## config.mk

```make
export PLATFORM = sky130hd
export DESIGN_NAME = bbox_top
export DESIGN_NICKNAME = d
export VERILOG_FILES = /design/src/hdl/geom_pkg.sv /design/src/hdl/raster_cfg_pkg.sv /design/src/hdl/bbox_clip.sv /design/src/hdl/bbox_extent.sv /design/src/hdl/bbox_sideband_delay.sv /design/src/hdl/bbox_top.sv
export VERILOG_INCLUDE_DIRS = /design/src /design/src/include
export SDC_FILE = /design/constraint.sdc
export NUM_CORES = 2
export LEC_CHECK = 0
export ABC_AREA = 1
export BUFFER_PORTS_ARGS = -buffer_cell sky130_fd_sc_hd__buf_2
export CORE_ASPECT_RATIO = 1.5
export CORE_MARGIN = 3
export CORE_UTILIZATION = 50
export CTS_BUF_LIST = sky130_fd_sc_hd__clkbuf_4 sky130_fd_sc_hd__clkbuf_8
export DETAILED_ROUTE_END_ITERATION = 10
export GPL_ROUTABILITY_DRIVEN = 0
export PLACE_DENSITY = 0.77
export SYNTH_ARGS = -nofsm -noshare
export SYNTH_HDL_FRONTEND = slang
export SYNTH_SLANG_ARGS = --single-unit
```

## constraint.sdc

```tcl
create_clock -name clk -period 2.2 [get_ports clk]
set_input_delay 0.33 -clock clk [delete_from_list [all_inputs] [get_ports clk]]
set_output_delay 0.33 -clock clk [all_outputs]
set_load 0.02 [all_outputs]
```

## src/include/bbox_cfg.svh

```systemverilog
`ifndef BBOX_CFG_SVH
`define BBOX_CFG_SVH

// Fixed-point word width, also used for each color channel
`define BBOX_SIGFIG 24

// Fraction bits in every fixed-point word
`define BBOX_RADIX 10

// Triangle shape
`define BBOX_VERTS 3
// x, y and z per vertex
`define BBOX_AXES 3

// Color channels carried with the triangle
`define BBOX_COLORS 3

// Register stages in the extent path and in the sideband delay
`define BBOX_EXT_DEPTH 2

// Finest sample grid is an eighth of a pixel, three fraction bits
`define BBOX_SUB_BITS 3

`endif

```

## src/hdl/geom_pkg.sv

```systemverilog
`include "bbox_cfg.svh"

package geom_pkg;

    // One fixed-point coordinate
    // Compare logic reads the signed word
    // Grid flooring rewrites only the fraction field
    typedef union packed {
        logic signed [`BBOX_SIGFIG-1:0] word;
        struct packed {
            // Integer pixel index, signed
            logic signed [`BBOX_SIGFIG-`BBOX_RADIX-1:0] int_part;
            // Sub-pixel position
            logic [`BBOX_RADIX-1:0] frac_part;
        } parts;
    } coord_t;

    // Vertex in screen space, z rides along untouched
    typedef struct packed {
        coord_t x;
        coord_t y;
        coord_t z;
    } vertex_t;

    // Vertex a sits at index 0
    typedef vertex_t [`BBOX_VERTS-1:0] tri_t;

    // Unsigned channels, no arithmetic done on them here
    typedef logic [`BBOX_COLORS-1:0][`BBOX_SIGFIG-1:0] color_t;

    // Lower-left and upper-right corners
    typedef struct packed {
        coord_t ll_x;
        coord_t ll_y;
        coord_t ur_x;
        coord_t ur_y;
    } box_t;

    // Triangle as it moves down the raster pipe
    typedef struct packed {
        tri_t   verts;
        color_t color;
        logic   valid;
    } tri_item_t;

endpackage

```

## src/hdl/raster_cfg_pkg.sv

```systemverilog
`include "bbox_cfg.svh"

package raster_cfg_pkg;

    // Sample grid, one-hot
    //   1000  1x, one sample per pixel
    //   0100  4x, half-pixel grid
    //   0010  16x, quarter-pixel grid
    //   0001  64x, eighth-pixel grid
    // Bit i set keeps the top 3-i fraction bits, so the top bit keeps none
    typedef logic [`BBOX_SUB_BITS:0] subsample_t;

    // Screen extent in the coordinate format
    // Lower-left corner of the screen is the origin
    typedef struct packed {
        logic signed [`BBOX_SIGFIG-1:0] width;
        logic signed [`BBOX_SIGFIG-1:0] height;
    } screen_t;

endpackage

```

## src/hdl/bbox_clip.sv

```systemverilog
module bbox_clip (
    input  logic                    clk,
    input  logic                    arst_n,
    input  logic                    halt_n,
    input  geom_pkg::box_t          ext_box,
    input  logic                    ext_valid,
    input  geom_pkg::tri_item_t     side_item,
    input  raster_cfg_pkg::screen_t screen,
    output geom_pkg::box_t          box,
    output geom_pkg::tri_item_t     tri_out
);
    import geom_pkg::*;

    box_t      clamp_box;
    logic      reject;
    tri_item_t item_d;

    // Clamp lower-left up to the origin, upper-right down to the screen edge
    always_comb begin
        clamp_box = ext_box;
        if (ext_box.ll_x.word < 0) begin
            clamp_box.ll_x.word = '0;
        end
        if (ext_box.ll_y.word < 0) begin
            clamp_box.ll_y.word = '0;
        end
        if (ext_box.ur_x.word > screen.width) begin
            clamp_box.ur_x.word = screen.width;
        end
        if (ext_box.ur_y.word > screen.height) begin
            clamp_box.ur_y.word = screen.height;
        end
    end

    // Box wholly right of, above, left of or below the screen
    // Decided on the floored box before clamping
    assign reject = (ext_box.ll_x.word > screen.width)
                 || (ext_box.ll_y.word > screen.height)
                 || (ext_box.ur_x.word < 0)
                 || (ext_box.ur_y.word < 0);

    // Vertices and color untouched, only valid is rewritten
    always_comb begin
        item_d       = side_item;
        item_d.valid = side_item.valid && !reject;
    end

    always_ff @(posedge clk or negedge arst_n) begin
        if (!arst_n) begin
            box     <= '0;
            tri_out <= '0;
        end else if (halt_n) begin
            box     <= clamp_box;
            tri_out <= item_d;
        end
    end

    // Extent path and sideband delay stay in step
    assert property (@(posedge clk) disable iff (!arst_n)
        ext_valid == side_item.valid);

    // A surviving box sits on screen with its corners in order
    assert property (@(posedge clk) disable iff (!arst_n)
        tri_out.valid |-> (box.ll_x.word >= 0) && (box.ll_y.word >= 0)
                       && (box.ur_x.word <= screen.width)
                       && (box.ur_y.word <= screen.height));
    assert property (@(posedge clk) disable iff (!arst_n)
        tri_out.valid |-> (box.ll_x.word <= box.ur_x.word)
                       && (box.ll_y.word <= box.ur_y.word));

endmodule

```

## src/hdl/bbox_extent.sv

```systemverilog
`include "bbox_cfg.svh"

module bbox_extent (
    input  logic                       clk,
    input  logic                       arst_n,
    input  logic                       halt_n,
    input  geom_pkg::tri_t             tri_in,
    input  logic                       valid_in,
    input  raster_cfg_pkg::subsample_t subsample,
    output geom_pkg::box_t             ext_box,
    output logic                       ext_valid
);
    import geom_pkg::*;

    // Only x and y shape the box, z is skipped
    localparam int unsigned PLANE_AXES = `BBOX_AXES - 1;
    // Fraction bits below the finest sample grid, always cleared
    localparam int unsigned FRAC_LOW = `BBOX_RADIX - `BBOX_SUB_BITS;

    // Vertex coordinates regrouped per axis
    coord_t pts [PLANE_AXES][`BBOX_VERTS];
    // Pairwise less-than: [0] a<b, [1] a<c, [2] b<c
    logic [2:0] cmp [PLANE_AXES];
    // One-hot vertex picks for min and max
    logic [`BBOX_VERTS-1:0] sel_ll [PLANE_AXES];
    logic [`BBOX_VERTS-1:0] sel_ur [PLANE_AXES];
    coord_t lo [PLANE_AXES];
    coord_t hi [PLANE_AXES];
    box_t   box_d;

    // First stage, raw extent
    box_t box_s1;
    logic valid_s1;

    // Grid mask on the fraction field
    logic [`BBOX_SUB_BITS-1:0] keep;
    logic [`BBOX_RADIX-1:0]    frac_mask;
    box_t                      box_fl;

    // Clears fraction bits that lie below the sample grid
    function automatic coord_t floor_coord(coord_t c, logic [`BBOX_RADIX-1:0] m);
        coord_t r;
        r = c;
        r.parts.frac_part = c.parts.frac_part & m;
        return r;
    endfunction

    always_comb begin
        for (int v = 0; v < `BBOX_VERTS; v++) begin
            pts[0][v] = tri_in[v].x;
            pts[1][v] = tri_in[v].y;
        end
    end

    for (genvar a = 0; a < PLANE_AXES; a++) begin : g_axis
        assign cmp[a][0] = pts[a][0].word < pts[a][1].word;
        assign cmp[a][1] = pts[a][0].word < pts[a][2].word;
        assign cmp[a][2] = pts[a][1].word < pts[a][2].word;

        // Ties resolve toward the higher vertex index for min, lower for max
        assign sel_ll[a] = {~cmp[a][1] & ~cmp[a][2],
                            ~cmp[a][0] &  cmp[a][2],
                             cmp[a][0] &  cmp[a][1]};
        assign sel_ur[a] = { cmp[a][1] &  cmp[a][2],
                             cmp[a][0] & ~cmp[a][2],
                            ~cmp[a][0] & ~cmp[a][1]};

        // Exactly one pick per corner and axis
        assert property (@(posedge clk) disable iff (!arst_n) $onehot(sel_ll[a]));
        assert property (@(posedge clk) disable iff (!arst_n) $onehot(sel_ur[a]));
    end

    // AND-OR mux driven by the one-hot picks
    always_comb begin
        for (int a = 0; a < PLANE_AXES; a++) begin
            lo[a] = '0;
            hi[a] = '0;
            for (int v = 0; v < `BBOX_VERTS; v++) begin
                if (sel_ll[a][v]) begin
                    lo[a] = pts[a][v];
                end
                if (sel_ur[a][v]) begin
                    hi[a] = pts[a][v];
                end
            end
        end
    end

    assign box_d = '{ll_x: lo[0], ll_y: lo[1], ur_x: hi[0], ur_y: hi[1]};

    always_ff @(posedge clk or negedge arst_n) begin
        if (!arst_n) begin
            box_s1   <= '0;
            valid_s1 <= 1'b0;
        end else if (halt_n) begin
            box_s1   <= box_d;
            valid_s1 <= valid_in;
        end
    end

    // Keep fraction bit i when any grid bit at or below i is set
    for (genvar i = 0; i < `BBOX_SUB_BITS; i++) begin : g_keep
        assign keep[i] = |subsample[i:0];
    end

    assign frac_mask = {keep, {FRAC_LOW{1'b0}}};

    // Floor on the registered extent, second half of the path
    always_comb begin
        box_fl.ll_x = floor_coord(box_s1.ll_x, frac_mask);
        box_fl.ll_y = floor_coord(box_s1.ll_y, frac_mask);
        box_fl.ur_x = floor_coord(box_s1.ur_x, frac_mask);
        box_fl.ur_y = floor_coord(box_s1.ur_y, frac_mask);
    end

    always_ff @(posedge clk or negedge arst_n) begin
        if (!arst_n) begin
            ext_box   <= '0;
            ext_valid <= 1'b0;
        end else if (halt_n) begin
            ext_box   <= box_fl;
            ext_valid <= valid_s1;
        end
    end

    // Flooring keeps the order that selection established two stages back
    assert property (@(posedge clk) disable iff (!arst_n)
        ext_valid |-> (ext_box.ll_x.word <= ext_box.ur_x.word));
    assert property (@(posedge clk) disable iff (!arst_n)
        ext_valid |-> (ext_box.ll_y.word <= ext_box.ur_y.word));

endmodule

```

## src/hdl/bbox_sideband_delay.sv

```systemverilog
`include "bbox_cfg.svh"

module bbox_sideband_delay (
    input  logic                 clk,
    input  logic                 arst_n,
    input  logic                 halt_n,
    input  geom_pkg::tri_item_t  item_in,
    output geom_pkg::tri_item_t  item_out
);
    import geom_pkg::*;

    // Same depth as the extent path so the item meets its box in the clip stage
    localparam int unsigned DEPTH = `BBOX_EXT_DEPTH;

    // Index 0 is the youngest entry
    tri_item_t stage_q [DEPTH];

    always_ff @(posedge clk or negedge arst_n) begin
        if (!arst_n) begin
            for (int i = 0; i < DEPTH; i++) begin
                stage_q[i] <= '0;
            end
        end else if (halt_n) begin
            // Shift only on enabled edges, halt freezes every entry
            stage_q[0] <= item_in;
            for (int i = 1; i < DEPTH; i++) begin
                stage_q[i] <= stage_q[i-1];
            end
        end
    end

    // Oldest entry
    assign item_out = stage_q[DEPTH-1];

endmodule

```

## src/hdl/bbox_top.sv

```systemverilog
module bbox_top (
    input  logic                       clk,
    input  logic                       arst_n,
    input  logic                       halt_n,
    input  geom_pkg::tri_item_t        tri_in,
    input  raster_cfg_pkg::screen_t    screen,
    input  raster_cfg_pkg::subsample_t subsample,
    output geom_pkg::tri_item_t        tri_out,
    output geom_pkg::box_t             box
);
    import geom_pkg::*;

    // Floored extent, two enabled stages after the input
    box_t      ext_box;
    logic      ext_valid;
    // Triangle and color on the same schedule
    tri_item_t side_item;

    // Min/max and grid flooring
    bbox_extent u_extent (
        .clk       (clk),
        .arst_n    (arst_n),
        .halt_n    (halt_n),
        .tri_in    (tri_in.verts),
        .valid_in  (tri_in.valid),
        .subsample (subsample),
        .ext_box   (ext_box),
        .ext_valid (ext_valid)
    );

    // Runs beside the extent path
    bbox_sideband_delay u_sideband (
        .clk      (clk),
        .arst_n   (arst_n),
        .halt_n   (halt_n),
        .item_in  (tri_in),
        .item_out (side_item)
    );

    // Joins both paths, third enabled stage
    bbox_clip u_clip (
        .clk       (clk),
        .arst_n    (arst_n),
        .halt_n    (halt_n),
        .ext_box   (ext_box),
        .ext_valid (ext_valid),
        .side_item (side_item),
        .screen    (screen),
        .box       (box),
        .tri_out   (tri_out)
    );

endmodule

```

==> flow_metrics.py <==
metrics = {
    "status": {
        "status": "complete, but fails checks",
        "violations": "setup timing",
    },
    "sta": {
        "layout_setup_ws_ns": -0.0456,
        "fin_crit_sh_pct": 102,
        "maxSlewHeadroom_pct": 57.4,
        "hold_viol_final": 0,
        "fmax_ghz": 0.445,
        "finClkSkew_ns": 0.0362,
        "period_needed_ns": 2.25,
        "setup_viol": 13,
        "rsz0062_at_grt": "yes",
        "tightest_slew_ns": 0.637,
        "final_max_slew_viol_count": 0,
        "finalSetupTns_ns": -0.194,
    },
    "critical_path": {
        "critPathLaunchType": "flip-flop",
        "worstReg2RegStart": "u_extent.ext_box[18]",
        "cp.depth": 12,
        "cp-startpoint": "u_extent.ext_box[18]",
        "crit_required_ns": 2.94,
        "cp_cell_sequence": "ha_1 -> nand2_1 -> nor2_2 -> nand2_2 -> nor3_4 -> buf_4 -> nand4_1 -> nand2_4 -> buf_12 -> nand2_2 -> nand3_2 -> nand2_1",
        "crit_family": "simple AND/OR/NAND/NOR gates",
        "cp_slowest_cell": "dfrtp_1",
        "worstSetupPathType": "flip-flop to flip-flop",
        "r2r_slack_ns": -0.05,
        "crit_buf_inv": 2,
        "end_kind": "flip-flop",
        "cp_max_fo": 8,
        "reg2reg_depth": 12,
        "reg2reg_to": "u_clip.box[20]",
        "max_stage_delay_ns": 0.40,
        "crit_end": "u_clip.box[20]",
        "arrival_ns": 2.98,
    },
    "final_layout": {
        "syn2layout_area_growth_pct": 31.7,
        "layout-drive-gt1-share_pct": 21.3,
        "layout_commonest_cell": "nand2_1",
        "final_cell_mix": "nand2_1, dfrtp_1, o21ai_0",
        "layout.nets": 7486,
    },
    "cts": {
        "cts_buffers": 158,
        "clock_sinks": 1083,
        "cts_tree": "built",
        "cts_root_buf": "clkbuf_8",
        "clock_latency_ns": 0.87,
        "htree_num_levels": 4,
        "clk_pin_slew_ns": 0.07,
        "cts_buffer_depth": 3,
    },
    "synth": {
        "synth.avg_cell_area_um2": 8.50,
        "synth_top_area_cell": "dfrtp_1",
        "ys_ff_latch": 1083,
        "ys_seq_area_share_pct": 56.3,
        "synthSimpleGateAreaFrac_pct": 21.6,
        "syn-cell-area_um2": 48200,
        "synth-compound-area-share_pct": 8.97,
        "synth_xor_area_share_pct": 0,
        "yosys-top-cells-area": "dfrtp_1, nand2_1, o21ai_0, ha_1, inv_1",
        "synth_cell_types": 34,
        "synth_adder_area_share_pct": 5.35,
        "synth_top_family_by_area": "simple AND/OR/NAND/NOR gates",
        "synthMuxAreaShare_pct": 0,
        "synth_warnings": 0,
        "netlist_instances": 5663,
        "synth_top_area_share_pct": 56.3,
    },
    "detailed_routing": {
        "drtIter0Drc": 4141,
        "avgViaCountPerCell": 5.38,
        "drt_wl_total_um": 160000,
        "drt-pass1-iter-count": 6,
        "drc": 0,
        "antenna_left": 0,
        "post_drt_wl_per_cell_um": 19.2,
        "routed-via-count": 44800,
    },
    "flow_run": {
        "cap_violations": 0,
    },
    "grt": {
        "grt_usage_pct": 31.2,
        "grt_max_degree": 115,
        "grt_overflow": 0,
        "first_global_vias": 45200,
        "antenna_found_initial": 14,
        "grt_first_pass_wirelength_um": 244000,
    },
    "power_and_ir_drop": {
        "p_per_area_nw_per_um2": 870,
        "p_leak_nw": 34.0,
        "ir_drop_uv": 805,
    },
    "hold_path": {
        "hold_path_depth": 4,
        "min_path_type": "input pin to flip-flop",
    },
    "die": {
        "die-height_um": 386,
        "rows": 138,
        "dieArea_um2": 100000,
        "ios": 729,
        "start_util_pct": 50.7,
        "die_w_um": 259,
        "core_region_area_um2": 95000,
    },
    "placement": {
        "dpl.hpwl_um": 104000,
        "port_buffers": 711,
        "place_ws_ns": -0.266,
    },
}
[tightest hold or removal path, cell delays in order]
cell	delay, ns
buf_2	0.11
inv_1	0.11
buf_4	0.18
o21ai_0	0.15
[through the flow]
stage | hold slack [ns] | util, % | instance area [µm²] | std cells | power (W)
floorplan | 0.0344 | - | 48200 | 5678 | 0.0305
global placement | 0.299 | 58.2 | 55300 | 7668 | 0.0353
detailed placement | 0.298 | 58.2 | 55300 | 7668 | 0.0357
CTS | 0.000498 | 65.6 | 62300 | 8291 | 0.0539
global route | 0.0568 | 66.8 | 63400 | 8327 | 0.0577
finish | 0.0811 | 66.8 | 63400 | 8331 | 0.0552
[power by group]
group	leakage, nW	switching, W	internal (W)
sequential	13.6	0.00164	0.0226
clock	1.84	0.00799	0.00964
combinational	18.5	0.00837	0.00488
total	34.0	0.0180	0.0372
[state kept, by name, summed over array words and instances, names as in the netlist]
register,count
u_clip.box,80
u_clip.tri_out,289
u_extent.box_fl,56
u_extent.box_s1,12
u_extent.ext_box,68
u_sideband.item_out,289
u_sideband.stage_q,289
[per-layer routing]
metal | wire length (µm) | up-vias | share of wire [%] | track usage [%]
li1 | - | 20400 | - | -
met1 | 55900 | 21400 | 35 | 34.6
met2 | 78500 | 2287 | 49 | 52.8
met3 | 12200 | 764 | 7.6 | 6.43
met4 | 13700 | 2 | 8.6 | 23.3
met5 | 10 | - | 0.0062 | 0
[cells by family (layout without fill, tap and decap cells)]
logic type	Yosys count	in the layout
AOI/OAI and AO/OA	855	855
adders and majority gates	206	206
buffers and inverters	932	2308
DFF	1083	1083
other	1	33
and+or+nand+nor	2586	2586
[Yosys cell counts, drive strengths merged]
| cell | instances |
|---|---|
| nand4 | 17 |
| nor3b | 3 |
| o21a | 4 |
| nor3 | 14 |
| nor2b | 1 |
| inv | 629 |
| nor4 | 2 |
| o21ai | 762 |
| and2 | 1 |
| o21bai | 3 |
| or2 | 3 |
| buf | 114 |
| ha | 206 |
| and2b | 3 |
| a21oi | 75 |
| conb | 1 |
| dfrtp | 1083 |
| a31oi | 2 |
| nand3 | 386 |
| nand3b | 2 |
| nor2 | 63 |
| a21o | 9 |
| clkbuf | 189 |
| nand2 | 2091 |
[worst min path at each step]
stage,from,to,slack [ns]
6_report,tri_in[272],u_sideband.stage_q[561],0.08
5_1_grt,screen[10],u_clip.box[10],0.06
4_1_cts,screen[10],u_clip.box[10],0.0005
3_5_place_dp,arst_n,u_clip.tri_out[131],0.30
3_3_place_gp,arst_n,u_clip.tri_out[131],0.30
2_1_floorplan,arst_n,u_clip.box[0],0.03
[area by class of cell]
class	count	area [µm²]
clock inverter	26	340
timing repair buffer	1401	10800
multi-input combinational	3663	18100
sequential	1083	27100
tap	1260	1580
inverter	629	2370
fill	6858	31500
clock buffer	252	3120
antenna	17	42.5
[what timing repair did]
item,4_1_cts,5_1_grt
endpoints found under the hold margin,1058,0
gates resized for setup,32,180
setup buffers,3,13
hold buffers,342,0
pin swaps,23,65
setup endpoints to repair,16,117
gates cloned,1,10
(Power assumes the default switching activity.)
